[config.mk]
export PLATFORM = sky130hd
export DESIGN_NAME = flow_active
export DESIGN_NICKNAME = d
export VERILOG_FILES = /design/src/hdl/flow_pkg.sv /design/src/hdl/flow_if.sv /design/src/hdl/cmd_fetch.sv /design/src/hdl/dat_table.sv /design/src/hdl/flow_active.sv /design/src/hdl/imm_byte_seq.sv /design/src/hdl/resp_writer.sv
export VERILOG_INCLUDE_DIRS = /design/src /design/src/hdl
export SDC_FILE = /design/constraint.sdc
export NUM_CORES = 1
export LEC_CHECK = 0
export ABC_AREA = 1
export BUFFER_PORTS_ARGS = -buffer_cell sky130_fd_sc_hd__buf_2
export CAP_MARGIN = 15
export CORE_ASPECT_RATIO = 1.75
export CORE_UTILIZATION = 42
export CTS_BUF_LIST = sky130_fd_sc_hd__clkbuf_16
export CTS_CLUSTER_DIAMETER = 150
export DETAILED_ROUTE_END_ITERATION = 16
export GPL_TIMING_DRIVEN = 0
export PLACE_DENSITY = 0.65
export SETUP_SLACK_MARGIN = 0.5
export SLEW_MARGIN = 0
export SYNTH_ARGS = -nofsm -noshare
export SYNTH_HDL_FRONTEND = slang
export SYNTH_SLANG_ARGS = --single-unit
[constraint.sdc]
create_clock -name clk_i -period 5.3 [get_ports clk_i]
set_input_delay 0.795 -clock clk_i [delete_from_list [all_inputs] [get_ports clk_i]]
set_output_delay 0.795 -clock clk_i [all_outputs]
set_load 0.005 [all_outputs]
[src/hdl/flow_macros.svh]
// ##################################################
// Sizing constants for the I3C command-flow block
// ##################################################
`ifndef FLOW_MACROS_SVH
`define FLOW_MACROS_SVH

// HCI command descriptor width
`define FLOW_CMD_W 64

// HCI response descriptor width
`define FLOW_RESP_W 32

// Device address table size
`define FLOW_DAT_DEPTH 32
`define FLOW_DAT_IDX_W 5

// Target address byte ahead of immediate data
`define FLOW_BYTES_BEFORE_IMM 1

`endif

[src/hdl/flow_pkg.sv]
// ##################################################
// Descriptor, table and status types of the flow
// ##################################################
`include "flow_macros.svh"

package flow_pkg;

  // Command attribute, low 3 bits of every descriptor
  typedef enum logic [2:0] {
    RegularTransfer       = 3'd0,
    ImmediateDataTransfer = 3'd1,
    AddressAssignment     = 3'd2,
    ComboTransfer         = 3'd3,
    InternalControl       = 3'd7
  } cmd_attr_e;

  // Immediate data transfer descriptor, MSB first
  typedef struct packed {
    logic [7:0]                 byte4;
    logic [7:0]                 byte3;
    logic [7:0]                 byte2;
    logic [7:0]                 def_or_byte1;
    logic                       toc;
    logic                       roc;
    logic                       rnw;
    logic [2:0]                 mode;
    // 0-4 plain bytes, 5-7 defining byte plus dtt-5
    logic [2:0]                 dtt;
    logic [1:0]                 rsvd;
    logic [`FLOW_DAT_IDX_W-1:0] dev_idx;
    logic                       cp;
    logic [7:0]                 ccc;
    logic [3:0]                 tid;
    cmd_attr_e                  attr;
  } imm_cmd_desc_t;

  // One DAT entry, device set marks a legacy I2C target
  typedef struct packed {
    logic       device;
    logic       rsvd;
    logic [6:0] static_addr;
  } dat_entry_t;

  // Response status codes
  typedef enum logic [3:0] {
    Success     = 4'h0,
    Unsupported = 4'hC
  } resp_err_e;

  // Response descriptor, MSB first
  typedef struct packed {
    resp_err_e   status;
    logic [3:0]  tid;
    logic [7:0]  rsvd;
    logic [15:0] data_len;
  } resp_desc_t;

endpackage

[src/hdl/flow_if.sv]
// ##################################################
// Internal job and response hand-off interfaces
// ##################################################
`timescale 1ns/1ps

// Fetch unit to byte sequencer, start/done pulses
interface job_if;
  import flow_pkg::*;

  logic          start;
  imm_cmd_desc_t desc;
  logic [6:0]    static_addr;
  logic          done;

  // desc and static_addr held from start until done
  modport fetch (output start, output desc, output static_addr, input done);
  modport seq (input start, input desc, input static_addr, output done);
endinterface

// Fetch unit to response writer
interface resp_if;
  import flow_pkg::*;

  logic        post;
  logic [3:0]  tid;
  resp_err_e   status;
  logic [15:0] data_len;
  // High while a response waits for the queue
  logic        busy;

  modport fetch (output post, output tid, output status, output data_len, input busy);
  modport writer (input post, input tid, input status, input data_len, output busy);
endinterface

[src/hdl/cmd_fetch.sv]
// ##################################################
// Command fetch, DAT lookup and dispatch FSM
// ##################################################
`timescale 1ns/1ps
`include "flow_macros.svh"

module cmd_fetch (
  input  logic                       clk_i,
  input  logic                       rst_ni,
  input  logic                       en_i,
  // HCI command queue
  input  logic                       cmd_rvalid_i,
  input  logic [`FLOW_CMD_W-1:0]     cmd_rdata_i,
  output logic                       cmd_rready_o,
  // DAT lookup
  output logic                       dat_rd_en_o,
  output logic [`FLOW_DAT_IDX_W-1:0] dat_rd_idx_o,
  input  flow_pkg::dat_entry_t       dat_rd_data_i,
  // Sequencer and response writer
  job_if.fetch                       job,
  resp_if.fetch                      resp,
  output logic                       idle_o
);
  import flow_pkg::*;

  typedef enum logic [2:0] {
    Idle, WaitCmd, DatRead, DatWait, RunSeq, RespWait
  } fetch_state_e;

  fetch_state_e  state_q, state_d;
  imm_cmd_desc_t desc_q;
  logic [6:0]    addr_q;
  logic          cmd_pop;
  logic          supported;

  assign cmd_pop = cmd_rvalid_i & cmd_rready_o;

  // Only immediate writes to legacy I2C targets are executed
  assign supported = (desc_q.attr == ImmediateDataTransfer) & ~desc_q.rnw &
                     dat_rd_data_i.device;

  // Descriptor and address payload
  always_ff @(posedge clk_i) begin
    if (cmd_pop) begin
      desc_q <= cmd_rdata_i;
    end
    if (state_q == DatWait) begin
      addr_q <= dat_rd_data_i.static_addr;
    end
  end

  always_comb begin
    state_d = state_q;
    unique case (state_q)
      Idle:     if (en_i) state_d = WaitCmd;
      WaitCmd: begin
        if (!en_i) begin
          state_d = Idle;
        end else if (cmd_rvalid_i) begin
          state_d = DatRead;
        end
      end
      DatRead:  state_d = DatWait;
      // Entry is valid here, dispatch or reject
      DatWait:  state_d = supported ? RunSeq : RespWait;
      RunSeq:   if (job.done) state_d = RespWait;
      RespWait: if (!resp.busy) state_d = Idle;
      default:  state_d = Idle;
    endcase
  end

  always_ff @(posedge clk_i or negedge rst_ni) begin
    if (!rst_ni) begin
      state_q <= Idle;
    end else begin
      state_q <= state_d;
    end
  end

  // Queue pop only while enabled
  assign cmd_rready_o = (state_q == WaitCmd) & en_i;
  assign dat_rd_en_o  = (state_q == DatRead);
  assign dat_rd_idx_o = desc_q.dev_idx;

  assign job.start       = (state_q == DatWait) & supported;
  assign job.desc        = desc_q;
  assign job.static_addr = addr_q;

  // Reject right away, or report success when the sequencer finishes
  assign resp.post     = ((state_q == DatWait) & ~supported) | ((state_q == RunSeq) & job.done);
  assign resp.status   = (state_q == RunSeq) ? Success : Unsupported;
  assign resp.tid      = desc_q.tid;
  assign resp.data_len = '0;

  // Idle again as soon as the response has left
  assign idle_o = (state_q == Idle) | ((state_q == RespWait) & ~resp.busy);

endmodule

[src/hdl/dat_table.sv]
// ##################################################
// Device address table, software write, HW read
// ##################################################
`timescale 1ns/1ps
`include "flow_macros.svh"

module dat_table (
  input  logic                       clk_i,
  input  logic                       rst_ni,
  // Software programming port
  input  logic                       wr_en_i,
  input  logic [`FLOW_DAT_IDX_W-1:0] wr_idx_i,
  input  flow_pkg::dat_entry_t       wr_data_i,
  // Controller lookup port
  input  logic                       rd_en_i,
  input  logic [`FLOW_DAT_IDX_W-1:0] rd_idx_i,
  output flow_pkg::dat_entry_t       rd_data_o
);
  import flow_pkg::*;

  dat_entry_t entries_q [`FLOW_DAT_DEPTH];

  always_ff @(posedge clk_i or negedge rst_ni) begin
    if (!rst_ni) begin
      // All targets unknown after reset
      for (int i = 0; i < `FLOW_DAT_DEPTH; i++) begin
        entries_q[i] <= '0;
      end
      rd_data_o <= '0;
    end else begin
      if (wr_en_i) begin
        entries_q[wr_idx_i] <= wr_data_i;
      end
      // Read data held until the next strobe
      if (rd_en_i) begin
        rd_data_o <= entries_q[rd_idx_i];
      end
    end
  end

endmodule

[src/hdl/flow_active.sv]
// ##################################################
// I3C command flow top, immediate I2C writes only
// ##################################################
`timescale 1ns/1ps
`include "flow_macros.svh"

module flow_active (
  input  logic                       clk_i,
  input  logic                       rst_ni,
  input  logic                       i3c_fsm_en_i,
  // HCI command queue
  input  logic                       cmd_queue_rvalid_i,
  input  logic [`FLOW_CMD_W-1:0]     cmd_queue_rdata_i,
  output logic                       cmd_queue_rready_o,
  // I2C controller format FIFO
  output logic                       fmt_fifo_rvalid_o,
  input  logic                       fmt_fifo_rready_i,
  output logic [7:0]                 fmt_byte_o,
  output logic                       fmt_flag_start_before_o,
  output logic                       fmt_flag_stop_after_o,
  // HCI response queue
  output logic                       resp_queue_wvalid_o,
  input  logic                       resp_queue_wready_i,
  output logic [`FLOW_RESP_W-1:0]    resp_queue_wdata_o,
  // DAT programming
  input  logic                       dat_wr_en_i,
  input  logic [`FLOW_DAT_IDX_W-1:0] dat_wr_idx_i,
  input  flow_pkg::dat_entry_t       dat_wr_data_i,
  output logic                       i3c_fsm_idle_o
);
  import flow_pkg::*;

  logic                       dat_rd_en;
  logic [`FLOW_DAT_IDX_W-1:0] dat_rd_idx;
  dat_entry_t                 dat_rd_data;

  job_if  u_job_if ();
  resp_if u_resp_if ();

  dat_table u_dat (
    .clk_i, .rst_ni,
    .wr_en_i   (dat_wr_en_i),
    .wr_idx_i  (dat_wr_idx_i),
    .wr_data_i (dat_wr_data_i),
    .rd_en_i   (dat_rd_en),
    .rd_idx_i  (dat_rd_idx),
    .rd_data_o (dat_rd_data)
  );

  cmd_fetch u_fetch (
    .clk_i, .rst_ni,
    .en_i          (i3c_fsm_en_i),
    .cmd_rvalid_i  (cmd_queue_rvalid_i),
    .cmd_rdata_i   (cmd_queue_rdata_i),
    .cmd_rready_o  (cmd_queue_rready_o),
    .dat_rd_en_o   (dat_rd_en),
    .dat_rd_idx_o  (dat_rd_idx),
    .dat_rd_data_i (dat_rd_data),
    .job           (u_job_if.fetch),
    .resp          (u_resp_if.fetch),
    .idle_o        (i3c_fsm_idle_o)
  );

  imm_byte_seq u_seq (
    .clk_i, .rst_ni,
    .job          (u_job_if.seq),
    .fmt_rvalid_o (fmt_fifo_rvalid_o),
    .fmt_rready_i (fmt_fifo_rready_i),
    .fmt_byte_o   (fmt_byte_o),
    .fmt_start_o  (fmt_flag_start_before_o),
    .fmt_stop_o   (fmt_flag_stop_after_o)
  );

  resp_writer u_resp (
    .clk_i, .rst_ni,
    .resp     (u_resp_if.writer),
    .wvalid_o (resp_queue_wvalid_o),
    .wready_i (resp_queue_wready_i),
    .wdata_o  (resp_queue_wdata_o)
  );

endmodule

[src/hdl/imm_byte_seq.sv]
// ##################################################
// Immediate write byte sequencer to I2C format FIFO
// ##################################################
`timescale 1ns/1ps
`include "flow_macros.svh"

module imm_byte_seq (
  input  logic       clk_i,
  input  logic       rst_ni,
  job_if.seq         job,
  // I2C controller format FIFO
  output logic       fmt_rvalid_o,
  input  logic       fmt_rready_i,
  output logic [7:0] fmt_byte_o,
  output logic       fmt_start_o,
  output logic       fmt_stop_o
);

  logic       active_q;
  logic       done_q;
  logic [2:0] cnt_q;
  logic       use_def;
  logic [2:0] n_data;
  logic [2:0] last_idx;
  logic [2:0] data_idx;
  logic       accept;
  logic       is_last;

  // dtt 5-7 carries a defining byte that is skipped
  assign use_def  = (job.desc.dtt > 3'd4);
  assign n_data   = use_def ? job.desc.dtt - 3'd5 : job.desc.dtt;
  assign last_idx = n_data + 3'(`FLOW_BYTES_BEFORE_IMM) - 3'd1;
  assign is_last  = (cnt_q == last_idx);
  assign accept   = active_q & fmt_rready_i;

  // Data byte slot behind the address byte
  assign data_idx = cnt_q - 3'(`FLOW_BYTES_BEFORE_IMM) + {2'b00, use_def};

  always_ff @(posedge clk_i or negedge rst_ni) begin
    if (!rst_ni) begin
      active_q <= 1'b0;
      done_q   <= 1'b0;
      cnt_q    <= '0;
    end else begin
      done_q <= 1'b0;
      if (job.start) begin
        active_q <= 1'b1;
        cnt_q    <= '0;
      end else if (accept) begin
        if (is_last) begin
          active_q <= 1'b0;
          done_q   <= 1'b1;
        end else begin
          cnt_q <= cnt_q + 3'd1;
        end
      end
    end
  end

  always_comb begin
    if (cnt_q == 3'd0) begin
      // Write address, R/W bit clear
      fmt_byte_o = {job.static_addr, 1'b0};
    end else begin
      unique case (data_idx)
        3'd0:    fmt_byte_o = job.desc.def_or_byte1;
        3'd1:    fmt_byte_o = job.desc.byte2;
        3'd2:    fmt_byte_o = job.desc.byte3;
        3'd3:    fmt_byte_o = job.desc.byte4;
        default: fmt_byte_o = '0;
      endcase
    end
  end

  // Valid stays up under back-pressure
  assign fmt_rvalid_o = active_q;
  assign fmt_start_o  = (cnt_q == 3'd0);
  assign fmt_stop_o   = is_last & job.desc.toc;
  assign job.done     = done_q;

endmodule

[src/hdl/resp_writer.sv]
// ##################################################
// Response descriptor builder and queue writer
// ##################################################
`timescale 1ns/1ps
`include "flow_macros.svh"

module resp_writer (
  input  logic                   clk_i,
  input  logic                   rst_ni,
  resp_if.writer                 resp,
  // HCI response queue
  output logic                   wvalid_o,
  input  logic                   wready_i,
  output logic [`FLOW_RESP_W-1:0] wdata_o
);
  import flow_pkg::*;

  resp_desc_t desc_q;
  logic       pending_q;

  // Descriptor captured at post, held until accepted
  always_ff @(posedge clk_i) begin
    if (resp.post) begin
      desc_q.status   <= resp.status;
      desc_q.tid      <= resp.tid;
      desc_q.rsvd     <= '0;
      desc_q.data_len <= resp.data_len;
    end
  end

  always_ff @(posedge clk_i or negedge rst_ni) begin
    if (!rst_ni) begin
      pending_q <= 1'b0;
    end else if (resp.post) begin
      pending_q <= 1'b1;
    end else if (wready_i) begin
      // Handshake completes the write
      pending_q <= 1'b0;
    end
  end

  assign wvalid_o  = pending_q;
  assign wdata_o   = desc_q;
  assign resp.busy = pending_q;

endmodule

==> impl_metrics.toml, run 1 <==
[clock_tree]
post_cts.repair.setup_buffers = 0
clock_sink_count = 334
cts_max_path_buffers = 3
postCtsHoldBufs = 0
cells_resized_by_post_cts_repair = 0
clkTransAtPathRegs_ns = 0.06
cts_tree = "built"
cts_buffer_count = 31
cts_root_buffer = "clkbuf_16"
worst_skew_pair.late_latency_ns = 0.58
htreeDepth = 1

[floorplan]
die_area_um2 = 36450
floorplan.rows = 91
start_util = 0.4257
fp.dieH_um = 251.8
core_area_um2 = 35180
floorplan.die.width_um = 144.8
boundaryPins = 131

[setup_path]
timing.critical_path.slowest_stage_cell = "nor3_1"
reg2reg_setup_slack_ns = 2.82
timing_worst_setup_path_type = "flop to output pin"
startpoint_type = "flop"
cpMostUsedCell = "ha_1"
critical_path.max_fanout = 8
worst_path_arrival_time_ns = 3.55
crit_chain = "inv_1, ha_1, inv_1, ha_1, inv_1, ha_1, ha_1, xor2_1, nor3_1, nand2_1, nand4_1, nand2_1, nand2_1, buf_2"
reg2reg_depth = 11
critPathCaptureType = "output pin"
cp.required_ns = 4.51
r2r-start = "u_fetch.dat_rd_idx_o[0]"
regToRegEndpoint = "u_dat.rd_data_o[5]"
critPathMaxStageDelay_ns = 0.87

[sta]
timing.final.crit_share = 0.8203
timing.final.crit_period_ns = 4.347
hold-worst-slack_ns = 0.2360
grt_setup_unrepaired = "no"
relative_slew_slack = 0.2125
timing.final.hold_violations = 0
setup_slack_of_the_critical_path_after_layout_ns = 0.9527
timing.fmax_ghz = 0.2300
final-setup-viol-count = 0
worst-slew-pin-transition_ns = 1.175
slew_viol_final = 0
finalClockSkew_ns = 0.01105

[worst_hold_path]
hold_path_class = "input pin to async pin"

[pwr]
p_per_area_nw_per_um2 = 421.0
worst_ir_drop_vdd_mv = 0.2275
power.static_leakage_nw = 7.976

[detailed_routing]
met1Wirelength_um = 17330
totalWireLength_um = 48870
wl_met2_um = 24470
antenna_left = 0
wl_met3_um = 2784
firstDrtPassIters = 5
via_per_inst = 5.396
routed_wirelength_normalized_by_instance_count_um = 20.44
highest_layer = "met4"
number_of_design_rule_violations_left_by_the_first_detailed_router_iteration = 1126
remaining_drc_errors = 0
num_vias = 12900

[layout]
most-common-layout-cells = "nand2_1 (648), dfrtp_1 (273), nand3_1 (224), o21ai_0 (222), buf_2 (106)"
layout_commonest_cell = "nand2_1"
fillerInstances = 3409
antenna-diode-count = 0
layout.nets = 1993
final_layout_size_suffix_gt1_frac = 0.1075
area_delta_synth_final_pct = 15.11

[synth]
ys_ff_latch = 334
synth_top_area_frac = 0.4561
syn_area_per_cell_um2 = 8.549
yosys.area.top_type = "dfrtp_1"
postSynthCellCount = 1752
synth.top_cells.by_area = "dfrtp_1 (46%), nand2_1 (16%), edfxtp_1 (12%)"
syn_area_um2 = 14980
post_synth_num_cell_types = 29
ys_warn_count = 0
seq_area_frac_synth = 0.5784

[placed_design]
gp_congestion = 0.9429
preCtsSetupSlack_ns = 1.537
dp_hpwl_um = 36330
portBuffers = 88

[run]
max_cap_violations = 0

[global_route]
overflow = 0
antenna_found_initial = 0
gr-usage-all-layers = 0.2757
grt_pass1_vias = 12720
grt_max_degree = 96
global_route_wire_length_before_repair_um = 73410

[run_status]
status = "completed"
per-stage QoR:
step           area, um2  utilization  power [mW]  instances  setup TNS, ns
2_1_floorplan      15070            -       4.328       1777              0
3_3_place_gp       16090       0.4574       4.876       2330        -412.99
3_5_place_dp       16190       0.4601       4.940       2333              0
4_1_cts            17240       0.4901       7.289       2391              0
5_1_grt            17240       0.4901       7.655       2391              0
6_report           17240       0.4901       7.259       2391              0
flip-flops by register name, indices dropped and copies added, names as in the netlist:
register and count:
u_dat.entries_q 256, u_fetch.job.desc 40, u_dat.rd_data_o 8, u_fetch.job.static_addr 7, u_fetch.dat_rd_idx_o 5, u_resp.wdata_o 5, u_fetch.resp.tid 4, u_fetch.state_q 3
u_seq.cnt_q 3, u_resp.resp.busy 1, u_seq.fmt_rvalid_o 1, u_seq.job.done 1
how the worst max path moves through the flow:
stage                         startpoint                 endpoint  slack (ns)  depth (start not counted)
floorplan                   i3c_fsm_en_i  u_fetch.dat_rd_idx_o[0]        1.86                          2
global placement                  rst_ni     u_dat.entries_q[283]       -1.56                          1
detailed placement  u_fetch.job.desc[23]            fmt_byte_o[4]        1.54                         14
CTS                 u_fetch.job.desc[23]            fmt_byte_o[4]        0.89                         14
global route        u_fetch.job.desc[23]            fmt_byte_o[0]        0.63                         13
finish              u_fetch.job.desc[23]            fmt_byte_o[4]        0.95                         14
per-layer routing:
metal | vias up | GRT usage
li1 | 6017 | -
met1 | 6218 | 0.2983
met2 | 488 | 0.4768
met3 | 178 | 0.03625
met4 | 0 | 0.2192
met5 | - | 0
power by group:
| group | switching [mW] | total (mW) | internal, mW |
|---|---|---|---|
| sequential | 0.268 | 3.37 | 3.10 |
| combinational | 0.985 | 1.54 | 0.551 |
| clock | 0.999 | 2.35 | 1.35 |
area by class of cell:
type                    count  area, um2  area share
plain buffers             137      643.1     0.03730
clock buffers              31      775.7     0.04499
clock inverters            27      279.0     0.01618
inverters                  45      168.9    0.009797
multi-input cells        1261       5604      0.3250
flip-flops and latches    334       8663      0.5025
well taps                 465      581.8     0.03374
repair buffers             91      525.5     0.03048
synth_stat cells, drive strengths merged:
cell    count
edfxtp     61
nand2     648
ha          7
a31o        1
clkbuf     86
o21ai     222
a31oi       1
conb        1
and2        1
nand4      12
nand3     224
dfrtp     273
xnor2       2
nor3b       1
nor4        1
xor2        3
nor2       52
nor3       17
inv        45
a21oi      41
o211ai      2
buf        51
critical path, delay by kind of cell (launching register included):
family,cells,cell delay (ns)
and+or+nand+nor,5,1.27
adders and majority gates,4,0.85
DFF,1,0.37
buffers and inverters,4,0.29
xor gates and xnor gates,1,0.17
cell families after synthesis:
logic type | share of synthesized area
AO/OA/AOI/OAI | 0.08988
buffers and inverters | 0.05421
adder cells (fa/ha/maj) | 0.005847
AND/OR/NAND/NOR | 0.2685
other | 0.0002504
flip-flops | 0.5784
XOR/XNOR | 0.002924
(Power assumes the default switching activity.)
==> run 2, diff against run 1 <==
==> constraint.sdc (replaced) <==
create_clock -name clk_i -period 4.2 [get_ports clk_i]
set_input_delay 0.63 -clock clk_i [delete_from_list [all_inputs] [get_ports clk_i]]
set_output_delay 0.63 -clock clk_i [all_outputs]
set_load 0.005 [all_outputs]
==> impl_metrics.toml, run 2 (same netlist as run 1, synthesis figures left out) <==
[global_route]
global_route_wire_length_before_repair_um = 73750
grt_max_degree = 96
antenna_found_initial = 0
grt_pass1_vias = 12790
gr-usage-all-layers = 0.2769
overflow = 0

[placed_design]
dp_hpwl_um = 36330
placement.cell_area_um2 = 16190
gp_congestion = 0.9429
portBuffers = 88

[pwr]
power.static_leakage_nw = 8.012
power.total_mw = 9.343
netSwitchingFraction = 0.3135
cellInternalPower_mw = 6.414
switchingPower_mw = 2.929
p_per_area_nw_per_um2 = 537.2
power.sequential.fraction = 0.455
clkPwrFrac = 0.318
worst_ir_drop_vdd_mv = 0.2877
combinationalPowerShare = 0.227

[sta]
timing.final.hold_violations = 0
timing.final.crit_share = 0.8456
worst-slew-pin-transition_ns = 1.144
timing.final.crit_period_ns = 3.552
timing.fmax_ghz = 0.2816
finalClockSkew_ns = 0.01228
relative_slew_slack = 0.2335
grt_setup_unrepaired = "no"
slew_viol_final = 0
final-setup-viol-count = 0

[detailed_routing]
via_per_inst = 5.401
num_vias = 12930
routed_wirelength_normalized_by_instance_count_um = 20.51
number_of_design_rule_violations_left_by_the_first_detailed_router_iteration = 1096
antenna_left = 0
remaining_drc_errors = 0
totalWireLength_um = 49110
firstDrtPassIters = 6

[setup_path]
timing.critical_path.slowest_stage_cell = "nor3_4"
crit_start = "u_fetch.job.desc[24]"
critPathMaxStageDelay_ns = 0.41
critPathCaptureType = "output pin"
critPathBufInv = 4
reg2reg_setup_slack_ns = 1.71
worst_path_arrival_time_ns = 2.92
crit_chain = "inv_1, ha_4, inv_2, ha_4, inv_1, ha_2, ha_4, xor2_4, nor3_4, nand2_1, nand4_1, nand2_1, nand2_1, buf_2"
startpoint_type = "flop"
path_delay_family = "simple AND/OR/NAND/NOR gates"
critical_path.max_fanout = 8
timing_worst_setup_path_type = "flop to output pin"
regToRegEndpoint = "u_dat.rd_data_o[1]"
reg2reg_depth = 11
r2r-start = "u_fetch.dat_rd_idx_o[0]"
cp.required_ns = 3.57

[floorplan]
boundaryPins = 131
start_util = 0.4257
fp.dieH_um = 251.8
floorplan.rows = 91
die_area_um2 = 36450
floorplan.die.width_um = 144.8
core_area_um2 = 35180

[layout]
fillerInstances = 3375
final_layout_size_suffix_gt1_frac = 0.1140
antenna-diode-count = 0
layout.nets = 1996
area_delta_synth_final_pct = 16.12
largest_register = "u_dat.entries_q"
largest_reg_flops = 256
final_area_um2 = 17390
most-common-layout-cells = "nand2_1 (648), dfrtp_1 (273), nand3_1 (224), o21ai_0 (222), buf_2 (106)"
layout_commonest_cell = "nand2_1"

[run]
max_cap_violations = 0

[run_status]
status = "completed"

[clock_tree]
htreeDepth = 1
worst_skew_pair.late_latency_ns = 0.59
clkTransAtPathRegs_ns = 0.06
cts_root_buffer = "clkbuf_16"
cts_tree = "built"
clock_sink_count = 334
postCtsHoldBufs = 0
cts_max_path_buffers = 3
cts_buffer_count = 31

[worst_hold_path]
hold_path_class = "input pin to async pin"
==> run 2: worst max path at each step <==
stage | to | slack [ns] | depth (start not counted)
after detailed placement | fmt_byte_o[4] | 0.60 | 14
final | fmt_byte_o[5] | 0.65 | 14
after global routing | fmt_byte_o[0] | 0.47 | 13
after CTS | fmt_byte_o[4] | 0.53 | 15
after floorplan | u_fetch.dat_rd_idx_o[0] | 0.93 | 2
after global placement | u_dat.entries_q[283] | -2.49 | 1
==> run 2: what timing repair did <==
item                                    CTS  global route
endpoints found under the hold margin     0             0
setup buffers                             2             1
pin swaps                                 2             5
endpoints found under the setup margin    8             8
gates cloned                              0             0
resized for setup                        11             7
==> run 2: cell type report <==
| class | instances | area, um2 | area share |
|---|---|---|---|
| Clock inverter | 27 | 279.0 | 0.01604 |
| Sequential cell | 334 | 8663 | 0.4981 |
| Timing Repair Buffer | 94 | 573.1 | 0.03295 |
| Clock buffer | 31 | 775.7 | 0.04460 |
| Multi-Input combinational cell | 1261 | 5708 | 0.3282 |
| Tap cell | 465 | 581.8 | 0.03345 |
| Inverter | 45 | 168.9 | 0.009712 |
| Buffer | 137 | 643.1 | 0.03698 |
==> run 2: worst reg2reg max path: stages, from the launching register on <==
cell and delay [ns]:
edfxtp_1 0.43, inv_1 0.09, clkbuf_1 0.43, clkbuf_1 0.51, nand2_1 0.10, nand3_1 0.09, nand3_1 0.23, nand2_1 0.22
nand2_1 0.07, nand3_1 0.11, nand3_1 0.08, nand2_1 0.07
==> run 2: per-stage QoR <==
stage               cells  hold slack (ns)    util  setup WS, ns  setup TNS (ns)
finish               2394          0.06922  0.4944        0.6484               0
global route         2394           0.1386  0.4944        0.4745               0
CTS                  2393          0.09015  0.4928        0.5293               0
detailed placement   2333           0.4054  0.4601        0.6023               0
global placement     2330           0.4139  0.4574        -2.494         -674.73
floorplan            1777           0.3344       -        0.9264               0
==> run 2: power groups by stage <==
| stage | Clock [mW] | Combinational, mW | Sequential, mW |
|---|---|---|---|
| after global routing | 3.14 | 2.39 | 4.31 |
| after global placement | 0 | 1.87 | 4.28 |
| after detailed placement | 0 | 1.94 | 4.30 |
| after CTS | 3.01 | 2.07 | 4.24 |
| final | 2.97 | 2.12 | 4.25 |
| after floorplan | 0 | 1.26 | 4.20 |
==> run 2: per-layer routing <==
layer	vias up	routed length, um	track usage
li1	6024	-	-
met1	6209	17410	0.2978
met2	512	24430	0.4794
met3	186	2875	0.03758
met4	0	4395	0.2214
met5	-	0	0
